<file path="src/hdl/fp_cmp_settings.svh">
`ifndef FP_CMP_SETTINGS_SVH
`define FP_CMP_SETTINGS_SVH

// Single-precision format
`define FP_WIDTH     32
`define FP_EXP_BITS  8
`define FP_MANT_BITS 23

// Quiet NaN returned by FMIN/FMAX when both inputs are NaN
`define FP_CANON_NAN 32'h7FC0_0000

// Cycles from in_stb to out_stb
`define CMP_LATENCY  2

`endif

</file>
<file path="src/hdl/fp_cmp_op_pkg.sv">
package fp_cmp_op_pkg;

    // Compare operations of the unit.
    // FEQ/FLT/FLE return 0 or 1, FMIN/FMAX return one of the operands
    typedef enum logic [2:0] {
        CMP_FEQ  = 3'd0,
        CMP_FLT  = 3'd1,
        CMP_FLE  = 3'd2,
        CMP_FMIN = 3'd3,
        CMP_FMAX = 3'd4
    } cmp_op_e;

endpackage

</file>
<file path="src/hdl/fp_format_pkg.sv">
`include "fp_cmp_settings.svh"

package fp_format_pkg;

    // Raw operand as it arrives on the bus
    typedef logic [`FP_WIDTH-1:0] fp_word_t;

    // Biased exponent and fraction fields
    typedef logic [`FP_EXP_BITS-1:0]  fp_exp_t;
    typedef logic [`FP_MANT_BITS-1:0] fp_mant_t;

    // Exponent and fraction taken together as one unsigned number.
    // Denormals sit below normals and infinity sits on top, so a plain
    // unsigned compare gives the magnitude order.
    typedef logic [`FP_WIDTH-2:0] fp_mag_t;

    // Field view of one operand
    typedef struct packed {
        logic     sign;
        fp_exp_t  exponent;
        fp_mant_t fraction;
    } fp_fields_t;

    // Exponent value shared by infinity and NaN
    localparam fp_exp_t EXP_ALL_ONES = '1;

endpackage

</file>
<file path="src/hdl/fp_cmp_result.sv">
`timescale 1ns/1ns
`include "fp_cmp_settings.svh"

module fp_cmp_result (
    input  logic                     clk,
    input  logic                     arst_n,
    input  logic                     s1_stb,
    input  fp_cmp_op_pkg::cmp_op_e   s1_op,
    input  fp_format_pkg::fp_word_t  s1_a,
    input  fp_format_pkg::fp_word_t  s1_b,
    input  logic                     s1_lt,
    input  logic                     s1_eq,
    input  logic                     s1_unordered,
    input  logic                     s1_any_snan,
    input  logic                     s1_a_nan,
    output logic                     out_stb,
    output fp_format_pkg::fp_word_t  out_z,
    output logic                     out_invalid
);
    import fp_format_pkg::*;
    import fp_cmp_op_pkg::*;

    fp_fields_t b_fields;
    logic       b_field_nan;
    logic       b_nan;
    logic       is_min;
    logic       pick_a;
    fp_word_t   minmax;
    fp_word_t   z;
    logic       invalid;

    ////////////////////////////////////////////////////////////
    // NaN status of b
    ////////////////////////////////////////////////////////////

    // Unordered without a NaN on a means b is the NaN.
    // With a NaN on a, b's fields tell whether both are NaN
    assign b_fields    = fp_fields_t'(s1_b);
    assign b_field_nan = (b_fields.exponent == EXP_ALL_ONES) && (|b_fields.fraction);
    assign b_nan       = s1_unordered && (!s1_a_nan || b_field_nan);

    ////////////////////////////////////////////////////////////
    // FMIN / FMAX selection
    ////////////////////////////////////////////////////////////

    assign is_min = (s1_op == CMP_FMIN);

    always_comb begin
        if (s1_eq) begin
            // Equal values; only +0/-0 differ, min keeps the negative one
            pick_a = is_min ? s1_a[`FP_WIDTH-1] : !s1_a[`FP_WIDTH-1];
        end else begin
            pick_a = is_min ? s1_lt : !s1_lt;
        end
    end

    always_comb begin
        if (s1_a_nan && b_nan) begin
            minmax = `FP_CANON_NAN;
        end else if (s1_a_nan) begin
            minmax = s1_b;
        end else if (b_nan) begin
            minmax = s1_a;
        end else begin
            minmax = pick_a ? s1_a : s1_b;
        end
    end

    ////////////////////////////////////////////////////////////
    // Per-operation result and invalid flag
    ////////////////////////////////////////////////////////////

    always_comb begin
        z       = '0;
        invalid = 1'b0;
        case (s1_op)
            CMP_FEQ: begin
                z[0]    = s1_eq;
                invalid = s1_any_snan;
            end
            CMP_FLT: begin
                z[0]    = s1_lt;
                invalid = s1_unordered;
            end
            CMP_FLE: begin
                z[0]    = s1_lt || s1_eq;
                invalid = s1_unordered;
            end
            CMP_FMIN,
            CMP_FMAX: begin
                z       = minmax;
                invalid = s1_any_snan;
            end
            default: begin
                z       = '0;
                invalid = 1'b0;
            end
        endcase
    end

    // Result holds until the next strobe
    always_ff @(posedge clk or negedge arst_n) begin
        if (!arst_n) begin
            out_stb     <= 1'b0;
            out_z       <= '0;
            out_invalid <= 1'b0;
        end else begin
            out_stb <= s1_stb;
            if (s1_stb) begin
                out_z       <= z;
                out_invalid <= invalid;
            end
        end
    end

endmodule

</file>
<file path="src/hdl/fp_cmp_unit.sv">
`timescale 1ns/1ns

module fp_cmp_unit (
    input  logic                     clk,
    input  logic                     arst_n,
    input  logic                     in_stb,
    input  fp_cmp_op_pkg::cmp_op_e   in_op,
    input  fp_format_pkg::fp_word_t  in_a,
    input  fp_format_pkg::fp_word_t  in_b,
    output logic                     out_stb,
    output fp_format_pkg::fp_word_t  out_z,
    output logic                     out_invalid
);
    import fp_format_pkg::*;
    import fp_cmp_op_pkg::*;

    // Decoded operand fields
    logic    a_sign;
    logic    b_sign;
    fp_mag_t a_mag;
    fp_mag_t b_mag;
    logic    a_nan;
    logic    b_nan;
    logic    a_snan;
    logic    b_snan;
    logic    a_zero;
    logic    b_zero;

    // Stage 1 to stage 2
    logic     s1_stb;
    cmp_op_e  s1_op;
    fp_word_t s1_a;
    fp_word_t s1_b;
    logic     s1_lt;
    logic     s1_eq;
    logic     s1_unordered;
    logic     s1_any_snan;
    logic     s1_a_nan;

    ////////////////////////////////////////////////////////////
    // Operand decode
    ////////////////////////////////////////////////////////////

    fp_operand_decode u_dec_a (
        .word    (in_a),
        .sign    (a_sign),
        .mag     (a_mag),
        .is_nan  (a_nan),
        .is_snan (a_snan),
        .is_zero (a_zero)
    );

    fp_operand_decode u_dec_b (
        .word    (in_b),
        .sign    (b_sign),
        .mag     (b_mag),
        .is_nan  (b_nan),
        .is_snan (b_snan),
        .is_zero (b_zero)
    );

    ////////////////////////////////////////////////////////////
    // Two pipeline stages
    ////////////////////////////////////////////////////////////

    fp_magnitude_compare u_compare (
        .clk          (clk),
        .arst_n       (arst_n),
        .in_stb       (in_stb),
        .in_op        (in_op),
        .a            (in_a),
        .b            (in_b),
        .a_sign       (a_sign),
        .b_sign       (b_sign),
        .a_mag        (a_mag),
        .b_mag        (b_mag),
        .a_nan        (a_nan),
        .b_nan        (b_nan),
        .a_snan       (a_snan),
        .b_snan       (b_snan),
        .a_zero       (a_zero),
        .b_zero       (b_zero),
        .s1_stb       (s1_stb),
        .s1_op        (s1_op),
        .s1_a         (s1_a),
        .s1_b         (s1_b),
        .s1_lt        (s1_lt),
        .s1_eq        (s1_eq),
        .s1_unordered (s1_unordered),
        .s1_any_snan  (s1_any_snan),
        .s1_a_nan     (s1_a_nan)
    );

    fp_cmp_result u_result (
        .clk          (clk),
        .arst_n       (arst_n),
        .s1_stb       (s1_stb),
        .s1_op        (s1_op),
        .s1_a         (s1_a),
        .s1_b         (s1_b),
        .s1_lt        (s1_lt),
        .s1_eq        (s1_eq),
        .s1_unordered (s1_unordered),
        .s1_any_snan  (s1_any_snan),
        .s1_a_nan     (s1_a_nan),
        .out_stb      (out_stb),
        .out_z        (out_z),
        .out_invalid  (out_invalid)
    );

endmodule

</file>
<file path="src/hdl/fp_magnitude_compare.sv">
`timescale 1ns/1ns

module fp_magnitude_compare (
    input  logic                     clk,
    input  logic                     arst_n,
    input  logic                     in_stb,
    input  fp_cmp_op_pkg::cmp_op_e   in_op,
    input  fp_format_pkg::fp_word_t  a,
    input  fp_format_pkg::fp_word_t  b,
    input  logic                     a_sign,
    input  logic                     b_sign,
    input  fp_format_pkg::fp_mag_t   a_mag,
    input  fp_format_pkg::fp_mag_t   b_mag,
    input  logic                     a_nan,
    input  logic                     b_nan,
    input  logic                     a_snan,
    input  logic                     b_snan,
    input  logic                     a_zero,
    input  logic                     b_zero,
    output logic                     s1_stb,
    output fp_cmp_op_pkg::cmp_op_e   s1_op,
    output fp_format_pkg::fp_word_t  s1_a,
    output fp_format_pkg::fp_word_t  s1_b,
    output logic                     s1_lt,
    output logic                     s1_eq,
    output logic                     s1_unordered,
    output logic                     s1_any_snan,
    output logic                     s1_a_nan
);

    logic unordered;
    logic both_zero;
    logic mag_eq;
    logic mag_lt;
    logic lt;
    logic eq;

    ////////////////////////////////////////////////////////////
    // Ordering of a against b
    ////////////////////////////////////////////////////////////

    assign unordered = a_nan || b_nan;
    assign both_zero = a_zero && b_zero;
    assign mag_eq    = (a_mag == b_mag);
    assign mag_lt    = (a_mag < b_mag);

    always_comb begin
        lt = 1'b0;
        eq = 1'b0;
        if (unordered) begin
            // NaN on either side, neither less nor equal
            lt = 1'b0;
        end else if (both_zero) begin
            eq = 1'b1;
        end else if (a_sign != b_sign) begin
            // Negative side is the lesser one
            lt = a_sign;
        end else if (mag_eq) begin
            eq = 1'b1;
        end else if (a_sign) begin
            // Both negative: larger magnitude is less
            lt = !mag_lt;
        end else begin
            lt = mag_lt;
        end
    end

    ////////////////////////////////////////////////////////////
    // Stage 1 registers
    ////////////////////////////////////////////////////////////

    always_ff @(posedge clk or negedge arst_n) begin
        if (!arst_n) begin
            s1_stb <= 1'b0;
        end else begin
            s1_stb <= in_stb;
        end
    end

    // Payload only moves on a strobe
    always_ff @(posedge clk) begin
        if (in_stb) begin
            s1_op        <= in_op;
            s1_a         <= a;
            s1_b         <= b;
            s1_lt        <= lt;
            s1_eq        <= eq;
            s1_unordered <= unordered;
            s1_any_snan  <= a_snan || b_snan;
            s1_a_nan     <= a_nan;
        end
    end

endmodule

</file>
<file path="src/hdl/fp_operand_decode.sv">
`timescale 1ns/1ns
`include "fp_cmp_settings.svh"

module fp_operand_decode (
    input  fp_format_pkg::fp_word_t word,
    output logic                    sign,
    output fp_format_pkg::fp_mag_t  mag,
    output logic                    is_nan,
    output logic                    is_snan,
    output logic                    is_zero
);
    import fp_format_pkg::*;

    fp_fields_t fields;
    logic       exp_max;
    logic       frac_nonzero;
    logic       quiet_bit;

    assign fields = fp_fields_t'(word);

    assign sign = fields.sign;
    assign mag  = {fields.exponent, fields.fraction};

    // Exponent all ones is either infinity or NaN
    assign exp_max      = (fields.exponent == EXP_ALL_ONES);
    assign frac_nonzero = |fields.fraction;

    // Top fraction bit set marks a quiet NaN
    assign quiet_bit = fields.fraction[`FP_MANT_BITS-1];

    assign is_nan  = exp_max && frac_nonzero;
    assign is_snan = is_nan && !quiet_bit;

    // Sign is ignored here, +0 and -0 both count as zero
    assign is_zero = (mag == '0);

endmodule

</file>
<file path="config.mk">
export PLATFORM = sky130hd
export DESIGN_NAME = fp_cmp_unit
export DESIGN_NICKNAME = d
export VERILOG_FILES = /design/src/hdl/fp_cmp_op_pkg.sv /design/src/hdl/fp_format_pkg.sv /design/src/hdl/fp_cmp_result.sv /design/src/hdl/fp_cmp_unit.sv /design/src/hdl/fp_magnitude_compare.sv /design/src/hdl/fp_operand_decode.sv
export VERILOG_INCLUDE_DIRS = /design/src /design/src/hdl
export SDC_FILE = /design/constraint.sdc
export NUM_CORES = 1
export LEC_CHECK = 0
export ABC_AREA = 1
export BUFFER_PORTS_ARGS = -buffer_cell sky130_fd_sc_hd__buf_2
export CORE_MARGIN = 2
export CORE_UTILIZATION = 45
export DETAILED_ROUTE_END_ITERATION = 8
export PLACE_DENSITY = 0.66
export SLEW_MARGIN = 20
export SYNTH_ARGS = -nofsm -noshare
export SYNTH_HDL_FRONTEND = slang
export SYNTH_HIERARCHICAL = 1
export SYNTH_SLANG_ARGS = --single-unit
</file>
<file path="constraint.sdc">
create_clock -name clk -period 2.1 [get_ports clk]
set_input_delay 0.105 -clock clk [delete_from_list [all_inputs] [get_ports clk]]
set_output_delay 0.105 -clock clk [all_outputs]
set_load 0.01 [all_outputs]
</file>
After elaboration in Yosys (flattened, before gate mapping):

Cells that the tools add are included.

* bits in registers: 107
* bits of input ports: 70
* output and inout bits: 34
* logic and storage cells: 66

* order comparisons: 1
* equal/unequal tests: 9
* mux-type cells: 16
* reductions and logical operators: 28

Operators by type and width (number)
* 32-bit two-way mux: 4
* 23-bit OR reduction: 3
* 31-bit zero test: 2
* 31-bit equality test: 1
* 31-bit less-than comparator: 1
* 31-bit two-way mux: 1
* 8-bit equality test, second input constant: 3
* 1-bit two-way mux: 9
* 1-bit logical AND: 8
* 3-bit by 2-bit equality test with 1-bit output, second input constant: 2
* 1-bit zero test: 6
* 2-bit OR reduction: 3
* 1-bit logical OR: 4
* 1-bit case mux with 4 select lines: 1
* 3-bit by 1-bit equality test with 1-bit output, second input constant: 1
* 3-bit equality test, second input constant: 1
* 3-bit zero test: 1
* 3-bit OR reduction: 1
* 1-bit case mux with 2 select lines: 1
* 1-bit inequality test: 1

Logic depth before layout (Yosys ltp):

Gate-level depths: netlist of run 1.

* depth in word-level cells: 8
* mapped depth: 15
* mapped depth without buffers: 15

Hierarchy:

Netlist of run 1, hierarchy kept.

Modules (own cells, without submodules)
* fp_magnitude_compare: instances 1, cells each 237, area an instance 3149.3 µm², seq. area each 2187.1 µm²
* fp_cmp_result: instances 1, cells each 285, area an instance 1989.4 µm², seq. area each 850.8 µm²
* fp_operand_decode: instances 2, cells each 64, area an instance 371.6 µm², seq. area each 0.0 µm²

Worst setup path before layout of run 1:

OpenSTA, ideal clock, no wires.

* path kind: register -> register
* start point: register u_compare.s1_b[14]
* end point: register u_result.out_z[10]
* library setup time: 0.120 ns
* arrival: 1.410 ns
* data required time: 1.980 ns
* slack: 0.569 ns
* cell stages (with the launch flop): 16
* path buffers: 1
* clock period less this slack: 1.531 ns
* path through: edfxtp_1 -> nor2_1 -> nand2_1 -> nor2_1 -> nand3_1 -> nand2_1 -> nand2_1 -> nand2_1 -> nand2_2 -> nand2_4 -> inv_6 -> buf_12 -> nor2_2 -> nor2_1 -> o21ai_1 -> nand2_1

* cells in the longest elaborated chain, start to end: 8
* elaborated cells between the ends (all ways): 9
* those cells by class: mux: 4; reduce/logical: 5

RTL lines
* from (decl): RTL line fp_magnitude_compare.sv:23 `output fp_format_pkg::fp_word_t s1_b,`
* from (signal assigned): RTL line fp_magnitude_compare.sv:85 `s1_b <= b;`
* 23-bit OR reduction (*): RTL line fp_cmp_result.sv:39 `assign b_field_nan = (b_fields.exponent == EXP_ALL_ONES) && (|b_fields.fraction);`
* 1-bit logical AND (*): RTL line fp_cmp_result.sv:39
* 1-bit logical OR (*): RTL line fp_cmp_result.sv:40 `assign b_nan = s1_unordered && (!s1_a_nan || b_field_nan);`
* 1-bit logical AND (*): RTL line fp_cmp_result.sv:40
* 32-bit two-way mux: RTL line fp_cmp_result.sv:62 `end else if (b_nan) begin`
* 32-bit two-way mux: RTL line fp_cmp_result.sv:60 `end else if (s1_a_nan) begin`
* 32-bit two-way mux (*): RTL line fp_cmp_result.sv:58 `if (s1_a_nan && b_nan) begin`
* 31-bit two-way mux (*): RTL line fp_cmp_result.sv:76 `case (s1_op)`
* to (signal assigned): RTL line fp_cmp_result.sv:110 `out_z <= z;`
* to (decl): RTL line fp_cmp_result.sv:17 `output fp_format_pkg::fp_word_t out_z,`

Mark *: on every way between the ends. The rest lies on a longest branch, timed or not.
A chain may end at the register's enable or synchronous reset.

Worst setup path after layout of run 1:

* start point: input in_b[26]
* end point: register u_compare.s1_lt (data pin)

* cells in the longest elaborated chain, start to end: 5
* elaborated cells between the ends (all ways): 12
* those cells by class: order compare: 1; eq/ne: 2; mux: 3; reduce/logical: 6

RTL lines
* from (decl): RTL line fp_cmp_unit.sv:9 `input fp_format_pkg::fp_word_t in_b,`
* 31-bit less-than comparator: RTL line fp_magnitude_compare.sv:45 `assign mag_lt = (a_mag < b_mag);`
* 1-bit zero test: RTL line fp_magnitude_compare.sv:62 `lt = !mag_lt;`
* 1-bit two-way mux: RTL line fp_magnitude_compare.sv:60 `end else if (a_sign) begin`
* 1-bit two-way mux: RTL line fp_magnitude_compare.sv:58 `end else if (mag_eq) begin`
* 1-bit two-way mux: RTL line fp_magnitude_compare.sv:55 `end else if (a_sign != b_sign) begin`
* to (signal assigned): RTL line fp_magnitude_compare.sv:86 `s1_lt <= lt;`
* to (decl): RTL line fp_magnitude_compare.sv:24 `output logic s1_lt,`

Parallel ways exist; a longest one is shown, timed or not.

==> flow_metrics.py, run 1 <==
metrics = {
    "routing": {
        "routedWlPerCell_um": 14.5,
        "drc": 0,
        "postRouteAntennaNets": 0,
        "vias": 4525,
        "drt_iter0_drc": 342,
        "dr.pass1.iters": 5,
        "drt-total-wl_mm": 13.5,
        "vias_per_cell": 4.84,
    },
    "layout": {
        "num_antenna_cells": 0,
        "syn_to_final_growth_pct": 18.9,
        "seq_area_mm2": 0.00304,
        "multi_input_area_mm2": 0.00204,
        "fillCellCount": 1096,
        "mostFrequentLayoutCells": "nand2_1, buf_2, nor2_1",
        "layout-drive-gt1-share_pct": 22.0,
        "final_common_cell": "nand2_1",
        "nets": 859,
    },
    "global_routing": {
        "antenna_found_initial": 0,
        "grt_overflow": 0,
        "grt_pass1_vias": 4587,
        "grt_max_degree": 74,
        "grt_pass1_wl_mm": 22.2,
        "grt_use_total_pct": 20.0,
    },
    "setup_path": {
        "cp-start-kind": "input pin",
        "worstReg2RegEnd": "u_result/out_z[8]$_DFFE_PN0P_",
        "cp.arrival_ps": 1990,
        "regToRegSetupSlack_ps": 250,
        "cp.required_ps": 2210,
        "worstSetupPathType": "in2reg",
        "r2r_start": "u_compare/s1_b[4]$_DFFE_PP_",
        "cp_max_fo": 4,
        "reg2reg_depth": 14,
        "end_kind": "flip-flop",
    },
    "yosys": {
        "synth-edff-count": 72,
        "netlist_top_cells_area": "edfxtp_1, dfrtp_1, nand2_1",
        "ys_types": 35,
        "yosysTopAreaCell": "edfxtp_1",
        "syn_area_per_cell_um2": 9.05,
        "post-synth-top-area-fraction_pct": 36.8,
        "seq_area_frac_synth_pct": 51.6,
        "netlist_instances": 650,
        "async_flop_share_pct": 32.7,
        "synth-seq-cells": 107,
        "dominantRegCellSynth": "edfxtp_1",
        "yosys_warnings": 6,
        "syn_area_mm2": 0.00588,
        "syn-num-nets": 751,
    },
    "sta": {
        "final.setup.worst_slack_ps": 213,
        "fin_skew_ps": 8.83,
        "period_share_pct": 89.8,
        "hold_slack_ps": 6.37,
        "tns_ps": 0,
        "setup_viol": 0,
        "worst_pin_slew_ps": 838,
        "grt_setup_unrepaired": "no",
        "hold_viol": 0,
        "slew_viol_final": 0,
        "post-route-min-period_ps": 1890,
        "max_slew_margin_pct": 44.1,
        "fmax_ghz": 0.530,
    },
    "clocking": {
        "clkLatencyLatePin_ps": 350,
        "cts_made_buffers": 9,
        "clk_pin_slew_ps": 70,
        "cts_tree": "done",
        "cts_setup_buffers": 0,
        "cts_buffer_depth": 2,
        "htree_levels": 3,
        "clock-root-buffer": "clkbuf_16",
        "cts.sinks": 107,
    },
    "floorplanning": {
        "pin_count": 104,
        "fp.dieW_um": 118,
        "die_h_um": 118,
        "die-area_mm2": 0.0140,
        "core_mm2": 0.0127,
        "row_count": 41,
        "start_util_pct": 46.4,
    },
    "flow_run": {
        "drv_cap": 0,
    },
    "placed_design": {
        "routabilityCongestion": 0.889,
        "port_buffers": 103,
        "dp_hpwl_mm": 9.37,
        "dp_slack_ps": 168,
    },
    "pwr": {
        "finalPower_uw": 4870,
        "leakagePower_uw": 0.00342,
        "p_per_area_mw_per_mm2": 696,
        "max-vdd-ir-drop_mv": 0.374,
    },
    "min_path": {
        "worstHoldStart": "in_a[22]",
        "hold_end": "u_compare/s1_a[22]$_DFFE_PP_",
        "holdPathStages": 1,
        "hold_path_class": "in2reg",
    },
    "outcome": {
        "outcome": "finished clean",
    },
}
## routing by layer
| metal | part of all wire (%) | global-route usage (%) | vias to the layer above |
|---|---|---|---|
| li1 | - | - | 2238 |
| met1 | 44 | 25.1 | 2115 |
| met2 | 49 | 33.6 | 144 |
| met3 | 4.7 | 3.38 | 28 |
| met4 | 2.5 | 9.56 | 0 |
| met5 | 0 | 0 | - |
## power by group
part	total, uW	internal (uW)	switching (uW)
clock	1510	787	728
combinational	817	344	474
sequential	2540	2440	92.1
## registers in the layout, indices dropped and copies added, names as in the netlist
signal / count
u_compare/s1_a: 32
u_compare/s1_b: 32
u_result/out_z: 32
u_compare/s1_op: 3
u_compare/s1_a_nan: 1
u_compare/s1_any_snan: 1
u_compare/s1_eq: 1
u_compare/s1_lt: 1
u_compare/s1_stb: 1
u_compare/s1_unordered: 1
u_result/out_invalid: 1
u_result/out_stb: 1
## cell families after synthesis
logic type,count (synthesis),share of synthesized area [%]
XOR/XNOR,1,0.277
adder cells (fa/ha/maj),31,6.59
buffers and inverters,137,13.7
flip-flops,107,51.6
AND/OR/NAND/NOR,330,23.7
AO/OA/AOI/OAI,44,4.02
## synth_stat cells, drive strengths merged, types with 2 or more instances
cell type	instances
a21oi	14
buf	72
clkbuf	3
dfrtp	35
edfxtp	72
ha	31
inv	62
nand2	194
nand3	14
nand4	6
nor2	107
nor3	2
nor4	4
o21ai	26
## per-stage QoR
step	util (%)	cells	instance area, um2
after global placement	48.1	856	6100
after CTS	55.2	934	6990
after detailed placement	48.1	856	6100
final	55.2	934	6990
after floorplan	-	650	5880
after global routing	55.2	934	6990
## worst max-delay path, cell delays in order
cell	delay, ps
dlygate4sd3_1	520
buf_2	140
inv_1	50
ha_1	300
nand2_1	70
nor2_2	140
nand2_2	100
nor3_2	210
nand2_1	130
a21oi_1	150
nor2_1	60
## how the worst max path moves through the flow
| stage | from | end | slack (ps) | cells past startpoint |
|---|---|---|---|---|
| after global placement | u_compare/s1_b[6]$_DFFE_PP_ | u_result/out_z[21]$_DFFE_PN0P_ | 250 | 13 |
| after floorplan | u_compare/s1_b[14]$_DFFE_PP_ | u_result/out_z[10]$_DFFE_PN0P_ | 570 | 15 |
| after global routing | u_compare/s1_b[4]$_DFFE_PP_ | u_result/out_z[22]$_DFFE_PN0P_ | 30 | 14 |
| final | in_b[26] | u_compare/s1_lt$_SDFFCE_PP0P_ | 210 | 11 |
| after CTS | u_compare/s1_b[4]$_DFFE_PP_ | u_result/out_z[7]$_DFFE_PN0P_ | 150 | 13 |
| after detailed placement | u_compare/s1_b[4]$_DFFE_PP_ | u_result/out_z[10]$_DFFE_PN0P_ | 170 | 13 |
## final cells by class
class                      count  area share (%)
sequential                   107            43.4
multi-input combinational    406            29.2
timing repair buffer         172            17.2
inverter                      62            3.40
clock buffer                   9            3.22
tap                          172            3.08
clock inverter                 6           0.483
## repair_timing
action	in CTS	in global routing
hold endpoints to repair	97	0
hold buffers	63	0
gates resized for setup	0	1
endpoints found under the setup margin	0	20
No activity file was read; power rests on OpenSTA's default activity.
==> inputs of run 2 (changes only) <==
==> constraint.sdc (replaced) <==
create_clock -name clk -period 2.1 [get_ports clk]
set_input_delay 0.42 -clock clk [delete_from_list [all_inputs] [get_ports clk]]
set_output_delay 0.42 -clock clk [all_outputs]
set_load 0.01 [all_outputs]
==> run 2 against run 1 <==
  * Register-to-register slack worse by 20 ps
  * Clock skew is 1.7 ps higher
  * First-iteration DRC count is 2.9% lower
  * Critical endpoint is now u_result/out_z[22]$_DFFE_PN0P_
  * Non-clock buffer count shrank 62
  * Via count is 6.5% lower
  * Combinational power shrank 9.8%
  * Critical path type is now reg2reg
  * Maximum frequency grew 0.80%
  * Sequential power barely moved
  * Core utilization fell by 4.4 points
==> flow_metrics.py, run 2 (same netlist as run 1, synthesis figures left out) <==
metrics = {
    "outcome": {
        "outcome": "finished clean",
    },
    "clocking": {
        "cts_made_buffers": 9,
        "cts_buffer_depth": 2,
        "hold_buffers": 0,
        "cts.sinks": 107,
        "clock-root-buffer": "clkbuf_16",
        "clk_pin_slew_ps": 70,
        "htree_levels": 3,
        "cts_tree": "done",
        "cts_setup_buffers": 0,
        "clkLatencyLatePin_ps": 340,
    },
    "floorplanning": {
        "die_h_um": 118,
        "core_mm2": 0.0127,
        "row_count": 41,
        "pin_count": 104,
        "fp.dieW_um": 118,
        "die-area_mm2": 0.0140,
        "start_util_pct": 46.4,
    },
    "placed_design": {
        "port_buffers": 103,
        "dp_hpwl_mm": 9.65,
        "routabilityCongestion": 0.827,
    },
    "pwr": {
        "p_int_uw": 3750,
        "p_per_area_mw_per_mm2": 781,
        "p_clk_share_pct": 34.9,
        "pwr-share-comb_pct": 14.6,
        "switching_share_pct": 25.4,
        "finalPower_uw": 5030,
        "pwr-share-seq_pct": 50.5,
        "max-vdd-ir-drop_mv": 0.402,
        "switching_power_uw": 1280,
        "leakagePower_uw": 0.00320,
    },
    "setup_path": {
        "critPathMaxStageDelay_ps": 370,
        "cp.arrival_ps": 2150,
        "crit_chain": "nand2_1, nor2_1, nand3b_1, nor2_1, nand2_1, nand2_1, nand2_1, nand2_2, nand2_8, inv_8, nand2_1, nand3_1, nand2_1, nand2_1",
        "critPathSlowestCell": "edfxtp_1",
        "end_kind": "flip-flop",
        "crit_path_frequent_cell": "nand2_1",
        "critPathBufInv": 1,
        "cp_max_fo": 31,
        "path_delay_family": "simple AND/OR/NAND/NOR gates",
        "cp-start-kind": "flip-flop",
        "regToRegSetupSlack_ps": 230,
        "cp.required_ps": 2380,
        "worstSetupPathType": "reg2reg",
    },
    "sta": {
        "fmax_ghz": 0.534,
        "slew_viol_final": 0,
        "post-route-min-period_ps": 1870,
        "max_slew_margin_pct": 68.2,
        "grt_setup_unrepaired": "no",
        "period_share_pct": 89.1,
        "worst_pin_slew_ps": 476,
        "fin_skew_ps": 10.5,
        "tns_ps": 0,
        "setup_viol": 0,
        "hold_viol": 0,
    },
    "global_routing": {
        "grt_max_degree": 74,
        "grt_pass1_vias": 4252,
        "grt_use_total_pct": 18.9,
        "grt_overflow": 0,
        "grt_pass1_wl_mm": 21.1,
        "antenna_found_initial": 1,
    },
    "layout": {
        "multi_input_area_mm2": 0.00205,
        "layout-drive-gt1-share_pct": 24.4,
        "final_util_pct": 50.8,
        "nets": 797,
        "final_common_cell": "nand2_1",
        "mostFrequentLayoutCells": "nand2_1, buf_2, nor2_1",
        "seq_area_mm2": 0.00304,
        "largestRegisters": "u_compare/s1_a (32), u_compare/s1_b (32), u_result/out_z (32)",
        "fillCellCount": 1181,
        "syn_to_final_growth_pct": 9.44,
    },
    "routing": {
        "routedWlPerCell_um": 14.8,
        "drc": 0,
        "drt_iter0_drc": 332,
        "vias": 4231,
        "dr.pass1.iters": 5,
        "postRouteAntennaNets": 0,
        "vias_per_cell": 4.84,
        "drt-total-wl_mm": 12.9,
    },
    "min_path": {
        "hold_path_class": "in2async",
    },
    "flow_run": {
        "drv_cap": 0,
    },
}
[run 2: cell count changes in the layout (fill, tap and decap cells not counted), sizes merged]
cell / change
buf: +1
bufinv: +2
clkbuf: +1
clkinvlp: -2
diode: +1
dlygate4sd3: -63
[run 2: cell type report]
| class | count | share of cell area (%) |
|---|---|---|
| well taps | 172 | 3.34 |
| diodes | 1 | 0.0389 |
| inverters | 62 | 3.73 |
| multi-input cells | 406 | 31.9 |
| clock buffers | 10 | 3.56 |
| flip-flops and latches | 107 | 47.2 |
| clock inverters | 6 | 1.24 |
| repair buffers | 110 | 9.02 |
[run 2: path summary, 6_finish.rpt]
kind	from	to	cells past startpoint
setup / recovery	u_compare/s1_b[28]$_DFFE_PP_	u_result/out_z[22]$_DFFE_PN0P_	14
hold / removal	arst_n	u_result/out_z[10]$_DFFE_PN0P_	2
setup reg to reg	u_compare/s1_b[28]$_DFFE_PP_	u_result/out_z[22]$_DFFE_PN0P_	14
hold reg to reg	u_compare/s1_a[4]$_DFFE_PP_	u_result/out_z[4]$_DFFE_PN0P_	2
max in group asynchronous	arst_n	u_result/out_z[2]$_DFFE_PN0P_	2
min in group clk	in_op[0]	u_compare/s1_op[0]$_DFFE_PP_	1
[run 2: metrics by stage]
step                      hold WS (ps)  worst slack [ps]  cells  area [um2]
final                              120               228    874        6440
after global routing               162              17.4    873        6430
after CTS                          129               144    873        6420
after detailed placement           452              90.3    857        6110
after global placement             445               140    857        6110
after floorplan                    124               382    650        5880
[run 2: what timing repair did]
action | CTS | global route
resized for setup | 0 | 4
endpoints found under the setup margin | 0 | 23
hold endpoints to repair | 0 | 0
[run 2: power groups by stage]
stage | clock, uW | combinational [uW] | sequential, uW
after floorplan | 0 | 482 | 2590
after global placement | 0 | 707 | 2580
after detailed placement | 0 | 728 | 2580
after CTS | 1790 | 732 | 2540
after global routing | 1870 | 827 | 2560
final | 1750 | 737 | 2540
[run 2: metal layers]
metal	vias up	track usage (%)	share of wire, %
met2	132	30.6	48
met5	-	0	0
met3	14	3.33	4.5
met1	1974	26.0	47
met4	0	5.65	1.3
li1	2111	-	-
